**config.mk**
```make
export PLATFORM = sky130hd
export DESIGN_NAME = separate_caches
export DESIGN_NICKNAME = d
export VERILOG_FILES = /design/src/rtl/l1_cache_pkg.sv /design/src/rtl/generic_bus_if.sv /design/src/rtl/direct_mapped_cache.sv /design/src/rtl/mem_arbiter.sv /design/src/rtl/separate_caches.sv
export SDC_FILE = /design/constraint.sdc
export NUM_CORES = 2
export LEC_CHECK = 0
export BUFFER_PORTS_ARGS = -buffer_cell sky130_fd_sc_hd__buf_2
export CAP_MARGIN = 30
export CORE_MARGIN = 5
export CORE_UTILIZATION = 45
export CTS_CLUSTER_DIAMETER = 150
export DETAILED_ROUTE_END_ITERATION = 10
export GPL_ROUTABILITY_DRIVEN = 1
export HOLD_SLACK_MARGIN = 0.05
export RECOVER_POWER = 50
export SYNTH_ARGS = -nofsm -noshare
export SYNTH_HDL_FRONTEND = slang
export SYNTH_HIERARCHICAL = 1
export SYNTH_SLANG_ARGS = --single-unit
```
**constraint.sdc**
```tcl
create_clock -name CLK -period 7.35 [get_ports CLK]
set_input_delay 0 -clock CLK [delete_from_list [all_inputs] [get_ports CLK]]
set_output_delay 0 -clock CLK [all_outputs]
set_load 0.02 [all_outputs]
```
**src/rtl/l1_cache_pkg.sv**
```systemverilog
//////////////////////////////////////////////////
// l1 cache package
// word, index and tag types plus the cache line
// layout shared by the split instruction and data
// caches
//////////////////////////////////////////////////

`default_nettype none

package l1_cache_pkg;

    // data and address word
    typedef logic [31:0] word_t;
    typedef logic [3:0]  byte_en_t;

    // direct mapped, one word per line
    localparam int NUM_LINES  = 16;
    localparam int INDEX_BITS = 4;
    localparam int TAG_BITS   = 26;

    // index is addr[5:2], tag is addr[31:6]
    typedef logic [INDEX_BITS-1:0] index_t;
    typedef logic [TAG_BITS-1:0]   tag_t;

    typedef struct packed {
        logic  valid;
        tag_t  tag;
        word_t data;
    } cache_line_t;

endpackage

`default_nettype wire

```
**src/rtl/generic_bus_if.sv**
```systemverilog
//////////////////////////////////////////////////
// generic request/busy bus
// requester holds ren or wen with addr, wdata and
// byte_en until a cycle with busy low completes it
//////////////////////////////////////////////////

`default_nettype none

interface generic_bus_if;

    l1_cache_pkg::word_t    addr;
    l1_cache_pkg::word_t    wdata;
    l1_cache_pkg::byte_en_t byte_en;
    logic                   ren;
    logic                   wen;
    l1_cache_pkg::word_t    rdata;
    logic                   busy;

    // requester side
    modport cpu (
        output addr, wdata, byte_en, ren, wen,
        input  rdata, busy
    );

    // responder side
    modport generic_bus (
        input  addr, wdata, byte_en, ren, wen,
        output rdata, busy
    );

endinterface

`default_nettype wire

```
**src/rtl/direct_mapped_cache.sv**
```systemverilog
//////////////////////////////////////////////////
// direct mapped write-through cache
// 16 one-word lines, fill on read miss, stores go
// through to memory, no write allocate, clear
// walker invalidates one line per cycle
//////////////////////////////////////////////////

`default_nettype none

module direct_mapped_cache (
    input  logic               CLK,
    input  logic               rst,
    generic_bus_if.generic_bus proc_bus,
    generic_bus_if.cpu         mem_bus,
    input  logic               clear,
    output logic               clear_done,
    output logic               cache_miss
);

    typedef enum logic [1:0] {
        ST_IDLE,
        ST_FILL,
        ST_WRITE,
        ST_CLEAR
    } state_e;

    state_e state;
    state_e next_state;

    l1_cache_pkg::cache_line_t lines [l1_cache_pkg::NUM_LINES];
    l1_cache_pkg::cache_line_t cur_line;
    l1_cache_pkg::index_t      index;
    l1_cache_pkg::index_t      clear_idx;
    l1_cache_pkg::tag_t        tag;
    l1_cache_pkg::word_t       merged_data;

    logic hit;
    logic mem_done;
    logic last_idx;
    // set for the cycle after a fill or write-through completes
    logic xfer_done;

    assign index    = proc_bus.addr[l1_cache_pkg::INDEX_BITS+1:2];
    assign tag      = proc_bus.addr[31 -: l1_cache_pkg::TAG_BITS];
    assign cur_line = lines[index];
    assign hit      = cur_line.valid && (cur_line.tag == tag);
    assign mem_done = !mem_bus.busy;
    assign last_idx = (clear_idx == l1_cache_pkg::index_t'(l1_cache_pkg::NUM_LINES - 1));

    // hits and completed fills both read straight from the array
    assign proc_bus.rdata = cur_line.data;

    // processor holds the request stable, so forward it as is
    assign mem_bus.addr    = proc_bus.addr;
    assign mem_bus.wdata   = proc_bus.wdata;
    assign mem_bus.byte_en = proc_bus.byte_en;

    // store data merged into the cached word
    always_comb begin
        merged_data = cur_line.data;
        for (int b = 0; b < 4; b++) begin
            if (proc_bus.byte_en[b]) begin
                merged_data[8*b +: 8] = proc_bus.wdata[8*b +: 8];
            end
        end
    end

    always_comb begin
        next_state     = state;
        proc_bus.busy  = 1'b0;
        mem_bus.ren    = 1'b0;
        mem_bus.wen    = 1'b0;
        cache_miss     = 1'b0;
        case (state)
            ST_IDLE: begin
                if (clear) begin
                    next_state    = ST_CLEAR;
                    proc_bus.busy = proc_bus.ren | proc_bus.wen;
                end else if (xfer_done) begin
                    // completing cycle of a miss or store
                    proc_bus.busy = 1'b0;
                end else if (proc_bus.wen) begin
                    next_state    = ST_WRITE;
                    proc_bus.busy = 1'b1;
                end else if (proc_bus.ren && !hit) begin
                    // miss flag only for reads, stores always go out
                    next_state    = ST_FILL;
                    proc_bus.busy = 1'b1;
                    cache_miss    = 1'b1;
                end
            end
            ST_FILL: begin
                proc_bus.busy = 1'b1;
                mem_bus.ren   = 1'b1;
                if (mem_done) begin
                    next_state = ST_IDLE;
                end
            end
            ST_WRITE: begin
                proc_bus.busy = 1'b1;
                mem_bus.wen   = 1'b1;
                if (mem_done) begin
                    next_state = ST_IDLE;
                end
            end
            ST_CLEAR: begin
                proc_bus.busy = proc_bus.ren | proc_bus.wen;
                if (last_idx) begin
                    next_state = ST_IDLE;
                end
            end
            default: next_state = ST_IDLE;
        endcase
    end

    always_ff @(posedge CLK) begin
        if (rst) begin
            state      <= ST_IDLE;
            clear_idx  <= '0;
            clear_done <= 1'b0;
            xfer_done  <= 1'b0;
        end else begin
            state      <= next_state;
            clear_done <= (state == ST_CLEAR) && last_idx;
            xfer_done  <= ((state == ST_FILL) || (state == ST_WRITE)) && mem_done;
            // walker index wraps back to zero after line 15
            if (state == ST_CLEAR) begin
                clear_idx <= clear_idx + 1'b1;
            end else begin
                clear_idx <= '0;
            end
        end
    end

    // line array, only the valid bits are reset
    always_ff @(posedge CLK) begin
        if (rst) begin
            for (int i = 0; i < l1_cache_pkg::NUM_LINES; i++) begin
                lines[i].valid <= 1'b0;
            end
        end else begin
            case (state)
                ST_FILL: begin
                    if (mem_done) begin
                        lines[index] <= '{valid: 1'b1, tag: tag, data: mem_bus.rdata};
                    end
                end
                ST_WRITE: begin
                    if (mem_done && hit) begin
                        lines[index].data <= merged_data;
                    end
                end
                ST_CLEAR: lines[clear_idx].valid <= 1'b0;
                default: ;
            endcase
        end
    end

endmodule

`default_nettype wire

```
**src/rtl/mem_arbiter.sv**
```systemverilog
//////////////////////////////////////////////////
// memory arbiter
// shares one memory port between the data cache
// and the instruction cache, data cache first
//////////////////////////////////////////////////

`default_nettype none

module mem_arbiter (
    input  logic               CLK,
    input  logic               rst,
    generic_bus_if.generic_bus icache_bus,
    generic_bus_if.generic_bus dcache_bus,
    generic_bus_if.cpu         mem_bus
);

    typedef enum logic {
        OWN_DCACHE,
        OWN_ICACHE
    } owner_e;

    owner_e owner;
    owner_e grant;
    // owner is locked while its transfer is stalled
    logic   held;
    logic   mem_req;

    always_comb begin
        if (held) begin
            grant = owner;
        end else if (dcache_bus.ren || dcache_bus.wen) begin
            grant = OWN_DCACHE;
        end else if (icache_bus.ren || icache_bus.wen) begin
            grant = OWN_ICACHE;
        end else begin
            grant = OWN_DCACHE;
        end
    end

    // forward the granted request with no added cycle
    always_comb begin
        if (grant == OWN_DCACHE) begin
            mem_bus.addr    = dcache_bus.addr;
            mem_bus.wdata   = dcache_bus.wdata;
            mem_bus.byte_en = dcache_bus.byte_en;
            mem_bus.ren     = dcache_bus.ren;
            mem_bus.wen     = dcache_bus.wen;
        end else begin
            mem_bus.addr    = icache_bus.addr;
            mem_bus.wdata   = icache_bus.wdata;
            mem_bus.byte_en = icache_bus.byte_en;
            mem_bus.ren     = icache_bus.ren;
            mem_bus.wen     = icache_bus.wen;
        end
    end

    assign mem_req = mem_bus.ren | mem_bus.wen;

    // the cache without the grant just waits
    assign dcache_bus.rdata = mem_bus.rdata;
    assign icache_bus.rdata = mem_bus.rdata;
    assign dcache_bus.busy  = (grant == OWN_DCACHE) ? mem_bus.busy : 1'b1;
    assign icache_bus.busy  = (grant == OWN_ICACHE) ? mem_bus.busy : 1'b1;

    // released in the cycle memory drops busy
    always_ff @(posedge CLK) begin
        if (rst) begin
            owner <= OWN_DCACHE;
            held  <= 1'b0;
        end else begin
            owner <= grant;
            held  <= mem_req && mem_bus.busy;
        end
    end

endmodule

`default_nettype wire

```
**src/rtl/separate_caches.sv**
```systemverilog
//////////////////////////////////////////////////
// split l1 cache subsystem
// instruction cache and data cache sharing one
// memory port through the arbiter
//////////////////////////////////////////////////

`default_nettype none

module separate_caches (
    input  logic                   CLK,
    input  logic                   rst,
    // instruction side
    input  logic                   iren,
    input  l1_cache_pkg::word_t    iaddr,
    output l1_cache_pkg::word_t    irdata,
    output logic                   ibusy,
    // data side
    input  logic                   dren,
    input  logic                   dwen,
    input  l1_cache_pkg::word_t    daddr,
    input  l1_cache_pkg::word_t    dwdata,
    input  l1_cache_pkg::byte_en_t dbyte_en,
    output l1_cache_pkg::word_t    drdata,
    output logic                   dbusy,
    // clear control
    input  logic                   icache_clear,
    input  logic                   dcache_clear,
    output logic                   iclear_done,
    output logic                   dclear_done,
    output logic                   icache_miss,
    output logic                   dcache_miss,
    // memory port
    output logic                   mem_ren,
    output logic                   mem_wen,
    output l1_cache_pkg::word_t    mem_addr,
    output l1_cache_pkg::word_t    mem_wdata,
    output l1_cache_pkg::byte_en_t mem_byte_en,
    input  l1_cache_pkg::word_t    mem_rdata,
    input  logic                   mem_busy
);

    generic_bus_if icache_proc_bus ();
    generic_bus_if dcache_proc_bus ();
    generic_bus_if icache_mem_bus ();
    generic_bus_if dcache_mem_bus ();
    generic_bus_if mem_bus ();

    // fetch side never writes
    assign icache_proc_bus.ren     = iren;
    assign icache_proc_bus.wen     = 1'b0;
    assign icache_proc_bus.addr    = iaddr;
    assign icache_proc_bus.wdata   = '0;
    assign icache_proc_bus.byte_en = '1;
    assign irdata                  = icache_proc_bus.rdata;
    assign ibusy                   = icache_proc_bus.busy;

    assign dcache_proc_bus.ren     = dren;
    assign dcache_proc_bus.wen     = dwen;
    assign dcache_proc_bus.addr    = daddr;
    assign dcache_proc_bus.wdata   = dwdata;
    assign dcache_proc_bus.byte_en = dbyte_en;
    assign drdata                  = dcache_proc_bus.rdata;
    assign dbusy                   = dcache_proc_bus.busy;

    assign mem_ren       = mem_bus.ren;
    assign mem_wen       = mem_bus.wen;
    assign mem_addr      = mem_bus.addr;
    assign mem_wdata     = mem_bus.wdata;
    assign mem_byte_en   = mem_bus.byte_en;
    assign mem_bus.rdata = mem_rdata;
    assign mem_bus.busy  = mem_busy;

    direct_mapped_cache icache (
        .CLK        (CLK),
        .rst        (rst),
        .proc_bus   (icache_proc_bus),
        .mem_bus    (icache_mem_bus),
        .clear      (icache_clear),
        .clear_done (iclear_done),
        .cache_miss (icache_miss)
    );

    direct_mapped_cache dcache (
        .CLK        (CLK),
        .rst        (rst),
        .proc_bus   (dcache_proc_bus),
        .mem_bus    (dcache_mem_bus),
        .clear      (dcache_clear),
        .clear_done (dclear_done),
        .cache_miss (dcache_miss)
    );

    mem_arbiter arb (
        .CLK        (CLK),
        .rst        (rst),
        .icache_bus (icache_mem_bus),
        .dcache_bus (dcache_mem_bus),
        .mem_bus    (mem_bus)
    );

endmodule

`default_nettype wire

```
# Word-level counts from Yosys, hierarchy flattened
# Memories as Yosys holds them, arrays and structs flattened.
# Cells that the tools add are included.
[op_classes]
n_addsub = 2
n_eq_ne = 18
n_mux = 84
n_bitwise = 6
reduce_logical = 31
[op_table]
columns = ["op", "count"]
rows = [
  ["two-way mux 59 bit", 4],
  ["OR reduction 59 bit", 4],
  ["two-way mux 32 bit", 4],
  ["== test 26 bit", 2],
  ["two-way mux 1 bit", 48],
  ["two-way mux 8 bit", 4],
  ["two-way mux 2 bit", 11],
  ["two-way mux 4 bit", 5],
  ["two-way mux 3 bit", 4],
  ["one-hot mux 2 bit (3 select lines)", 2],
  ["logical AND 1 bit", 11],
  ["adder 4 x 1 -> 4 bit, second input constant", 2],
  ["== test 2 bit, second input constant", 4],
  ["== test 4 bit, second input constant", 2],
  ["AND reduction 4 bit", 2],
  ["OR reduction 2 bit", 4],
  ["!= test 3 bit, second input constant", 2],
  ["one-hot mux 1 bit (3 select lines)", 2],
  ["== test 2 x 1 -> 1 bit, second input constant", 2],
  ["zero test 1 bit", 4],
  ["zero test 2 bit", 2],
  ["logical OR 1 bit", 4],
  ["!= test 2 x 1 -> 1 bit, second input constant", 2],
  ["!= test 2 bit, second input constant", 2],
  ["4 further kinds", 8],
]
[totals]
register_bits = 18
ramBits = 1888
input_bits = 140
wordCells = 153
memories = 2
[mem_list]
columns = ["memory", "words", "width", "read_ports", "rd_clocked_by_memory_dff", "wr", "line_no", "text"]
rows = [
  ["dcache.lines", 16, 59, 1, 0, 16, "direct_mapped_cache.sv:30", "l1_cache_pkg::cache_line_t lines [l1_cache_pkg::NUM_LINES];"],
  ["icache.lines", 16, 59, 1, 0, 16, "direct_mapped_cache.sv:30", ""],
]

# Depth between registers and ports, before layout
[logic_depth]
word_depth = 17
depth_mapped = 16
ltp_nobuf = 10

# Hierarchy
# The synthesis kept the hierarchy.
[modules_own_cells]
columns = ["module", "instances", "cells_each", "area_each_um2", "seq_area_each_um2"]
rows = [
  ["direct_mapped_cache (icache)", 1, 1937, 39126.3, 28507.3],
  ["direct_mapped_cache (dcache)", 1, 1861, 38754.7, 28507.3],
  ["mem_arbiter", 1, 156, 1501.4, 40.0],
  ["separate_caches", 1, 2, 7.5, 0.0],
]

# Worst setup path after synthesis
# OpenSTA, ideal clock, no wires.
[synth_path]
path_kind = "input-to-reg"
startpoint = "input daddr[2]"
endpoint = "memory dcache/lines[12][0] in the netlist's numbering, enable pin"
setup_time_ps = 421
arrival_ps = 4221
required_ps = 6929
slack_ps = 2708
stages = 14
path_cell_list = "buf_2 buf_6 buf_6 buf_6 mux4_2 mux2i_1 mux2i_1 xor2_1 a2111oi_1 nand4_1 nor3_2 a41oi_1 buf_2 nor2_1"
[synth_rtl]
columns = ["item", "line_no", "text"]
rows = [
  ["start: declaration", "separate_caches.sv:20", "input l1_cache_pkg::word_t daddr,"],
  ["end: declaration", "direct_mapped_cache.sv:30", ""],
]

==> metrics.txt <==
RSZ-0062 raised after global routing false; chip height 430 um; Placed Cells 6370; Initial Utilization 0.452; Leak 28.8 nW; Main synth FF type edfxtp_1; CTS max path bufs 3; Yosys cell types 87; commonest cells after routing, fill and taps aside 1888 x edfxtp_1, 506 x mux4_2, 193 x clkbuf_16; Max FO, Critical Path 51; total congestion overflow 0; Num CTS Buffers 188; gr usage total 0.217; final total power 23.9 mW; most common cell after layout, fill and taps aside edfxtp_1; vias per std cell 5.80; Post-synth EDFFs 1888; Clock Latency Late Sink 0.81 ns; failing checks max-capacitance violations, max-slew violations; CTS tree yes; Final GP Congestion 0.787; met3 WL 13100 um; initial antenna violation count 17; Rel. slew slack -0.744; Max Used Layer met5; Reg clk slew, reported paths 0.06 ns; area grow syn2layout 13.7%; drt pass-1 iters 5; CP Class in2reg; Buffers on Ports 279; post-DR wirelength/cell 29.5 um; share of layout cells above drive strength 1 0.288; htree depth 4; clock skew 0.0248 ns; remaining routing DRC violations 0; Max Clk Rate 164 MHz; first-pass GRT wire length 293000 um; final setup TNS 0 ns; final setup vio count 0; Worst Path Arrival 6.46 ns; number of DRC markers in iteration 0 4260; total via count in the routed design 39881; fin crit share 0.829; die area 0.185 mm^2; num ports 280; largest net degree at the start of global routing 140; Fill cells 14017; Min Hold Slack 0.0969 ns; Slew Viols, Final 489; DP HPWL 117000 um; post-route ant nets 0; fraction of registers with async set/reset 0; cts repair resizes 0; slew of the pin with the lowest slew margin 2.62 ns; core area 0.176 mm^2; Syn Inst Count 3956; critical path launch point type input pin; vias in the first global route 40782; Met1 Wirelength 81000 um; Yosys reg bits 1906; Worst IR Drop VDD 233 uV; crit end category register; synthesized area 0.0794 mm^2; run status finished with violations; utilization after layout 0.514; minimum clock period 6.09 ns; nets 4537; fin cells 6873; max cap viols 15; Final Hold Fails 0; Req. time, crit path 7.72 ns; sequential-to-total area share from yosys stat 0.719; Core Rows 154; PwrDens 264 mW/mm^2; Die Span X 430 um; Synth Warn # 6; WL final 203000 um; CTS Root Cell clkbuf_16; met2 routed WL 103000 um; CTS Sinks 1906; worst hold path type in2reg; Syn Area/Cell 20.1 um^2
sequential cells by signal, indices dropped and copies added (netlist names):
register           cells
arb/held               1
icache/state           2
icache/clear_idx       4
dcache/clear_done      1
icache/lines         944
icache/clear_done      1
dcache/xfer_done       1
dcache/clear_idx       4
dcache/state           2
icache/xfer_done       1
dcache/lines         944
arb/owner              1
per-layer routing:
| metal | vias up | GRT usage |
|---|---|---|
| met2 | 1398 | 0.367 |
| met4 | 6 | 0.0625 |
| met1 | 21356 | 0.290 |
| li1 | 16814 | - |
| met5 | - | 0 |
| met3 | 307 | 0.0399 |
logic make-up (layout without fill, tap and decap cells):
| family | after synthesis | count (layout) | synth area share |
|---|---|---|---|
| AO/OA/AOI/OAI | 231 | 231 | 0.0228 |
| XOR/XNOR | 57 | 57 | 0.00629 |
| adder cells (fa/ha/maj) | 12 | 12 | 0.00189 |
| buffers and inverters | 437 | 938 | 0.0351 |
| flip-flops | 1906 | 1906 | 0.719 |
| multiplexers | 804 | 804 | 0.184 |
| other | 2 | 78 | 0.0000946 |
| AND/OR/NAND/NOR | 507 | 507 | 0.0308 |
through the flow:
stage          setup WS, ns  area (um^2)
2_1_floorplan          2.71        79700
3_3_place_gp           1.73        82700
3_5_place_dp           1.66        83100
4_1_cts                2.20        90400
5_1_grt                1.03        90300
6_report               1.26        90300
critical path: stages:
cell and delay, ns:
dlygate4sd3_1 0.60, clkbuf_1 1.53, nand2b_1 0.23, clkbuf_1 1.54, a31o_2 0.39, nand2_1 0.20
nor2_4 0.14, clkbuf_1 1.70
layout make-up:
type | instances | area [um^2] | share of cell area
diodes | 3 | 7.51 | 0.0000832
clock buffers | 241 | 5010 | 0.0555
clock inverters | 94 | 803 | 0.00890
inverters | 25 | 98.8 | 0.00110
multi-input cells | 1686 | 20300 | 0.225
flip-flops and latches | 1906 | 57100 | 0.632
well taps | 2340 | 2930 | 0.0324
repair buffers | 578 | 4090 | 0.0453
power breakdown:
part | total [mW] | leakage [nW] | internal, mW | switching, mW
Clock | 9.20 | 2.83 | 5.24 | 3.95
Sequential | 12.2 | 17.2 | 12.1 | 0.0239
Combinational | 2.51 | 8.76 | 0.938 | 1.57
path summary, 6_finish.rpt:
path,start,to,slack (ns),cells after the start
worst min-delay path,dbyte_en[0],dcache/lines[13][7],0.1,3
worst max-delay path,rst,dcache/lines[0][37],1.26,8
worst max register to register,dcache/lines[13][41],dcache/lines[4][31],1.33,11
worst min register to register,icache/clear_idx[0],icache/clear_idx[0],0.55,1
cells in the mapped netlist, types with 5 or more instances:
master	count	area share
inv_1	21	0.00099
nand3_1	21	0.0013
a31oi_1	8	0.00063
buf_6	22	0.0031
a211oi_1	8	0.00076
buf_4	223	0.021
buf_12	5	0.0013
dfxtp_1	18	0.0045
or3_1	12	0.00095
nor3_1	20	0.0013
o31ai_1	6	0.00057
a22oi_1	17	0.0016
nand2_1	130	0.0061
nor3b_1	5	0.00047
o21ai_0	32	0.0020
and2_1	53	0.0042
xor2_1	25	0.0028
buf_2	52	0.0033
nand3b_1	9	0.00085
ha_1	12	0.0019
edfxtp_1	1888	0.71
nor2_1	181	0.0086
a21oi_1	21	0.0013
buf_1	27	0.0013
o21bai_1	34	0.0032
clkbuf_1	83	0.0039
mux4_2	506	0.14
nor2b_1	15	0.0012
mux2_4	7	0.0013
o22ai_1	18	0.0014
xnor2_1	32	0.0035
mux2_2	125	0.018
nand4_1	11	0.00087
nand2b_1	12	0.00095
mux2i_1	161	0.020
and3_1	6	0.00047
a221oi_1	7	0.00077
a211oi_2	29	0.0046
a2111oi_0	6	0.00066
timing repair:
item,4_1_cts,5_1_grt
buffers inserted,0,0
hold endpoints to repair,1816,16
hold buffers,143,1
Power figures use the tool's default switching activity.
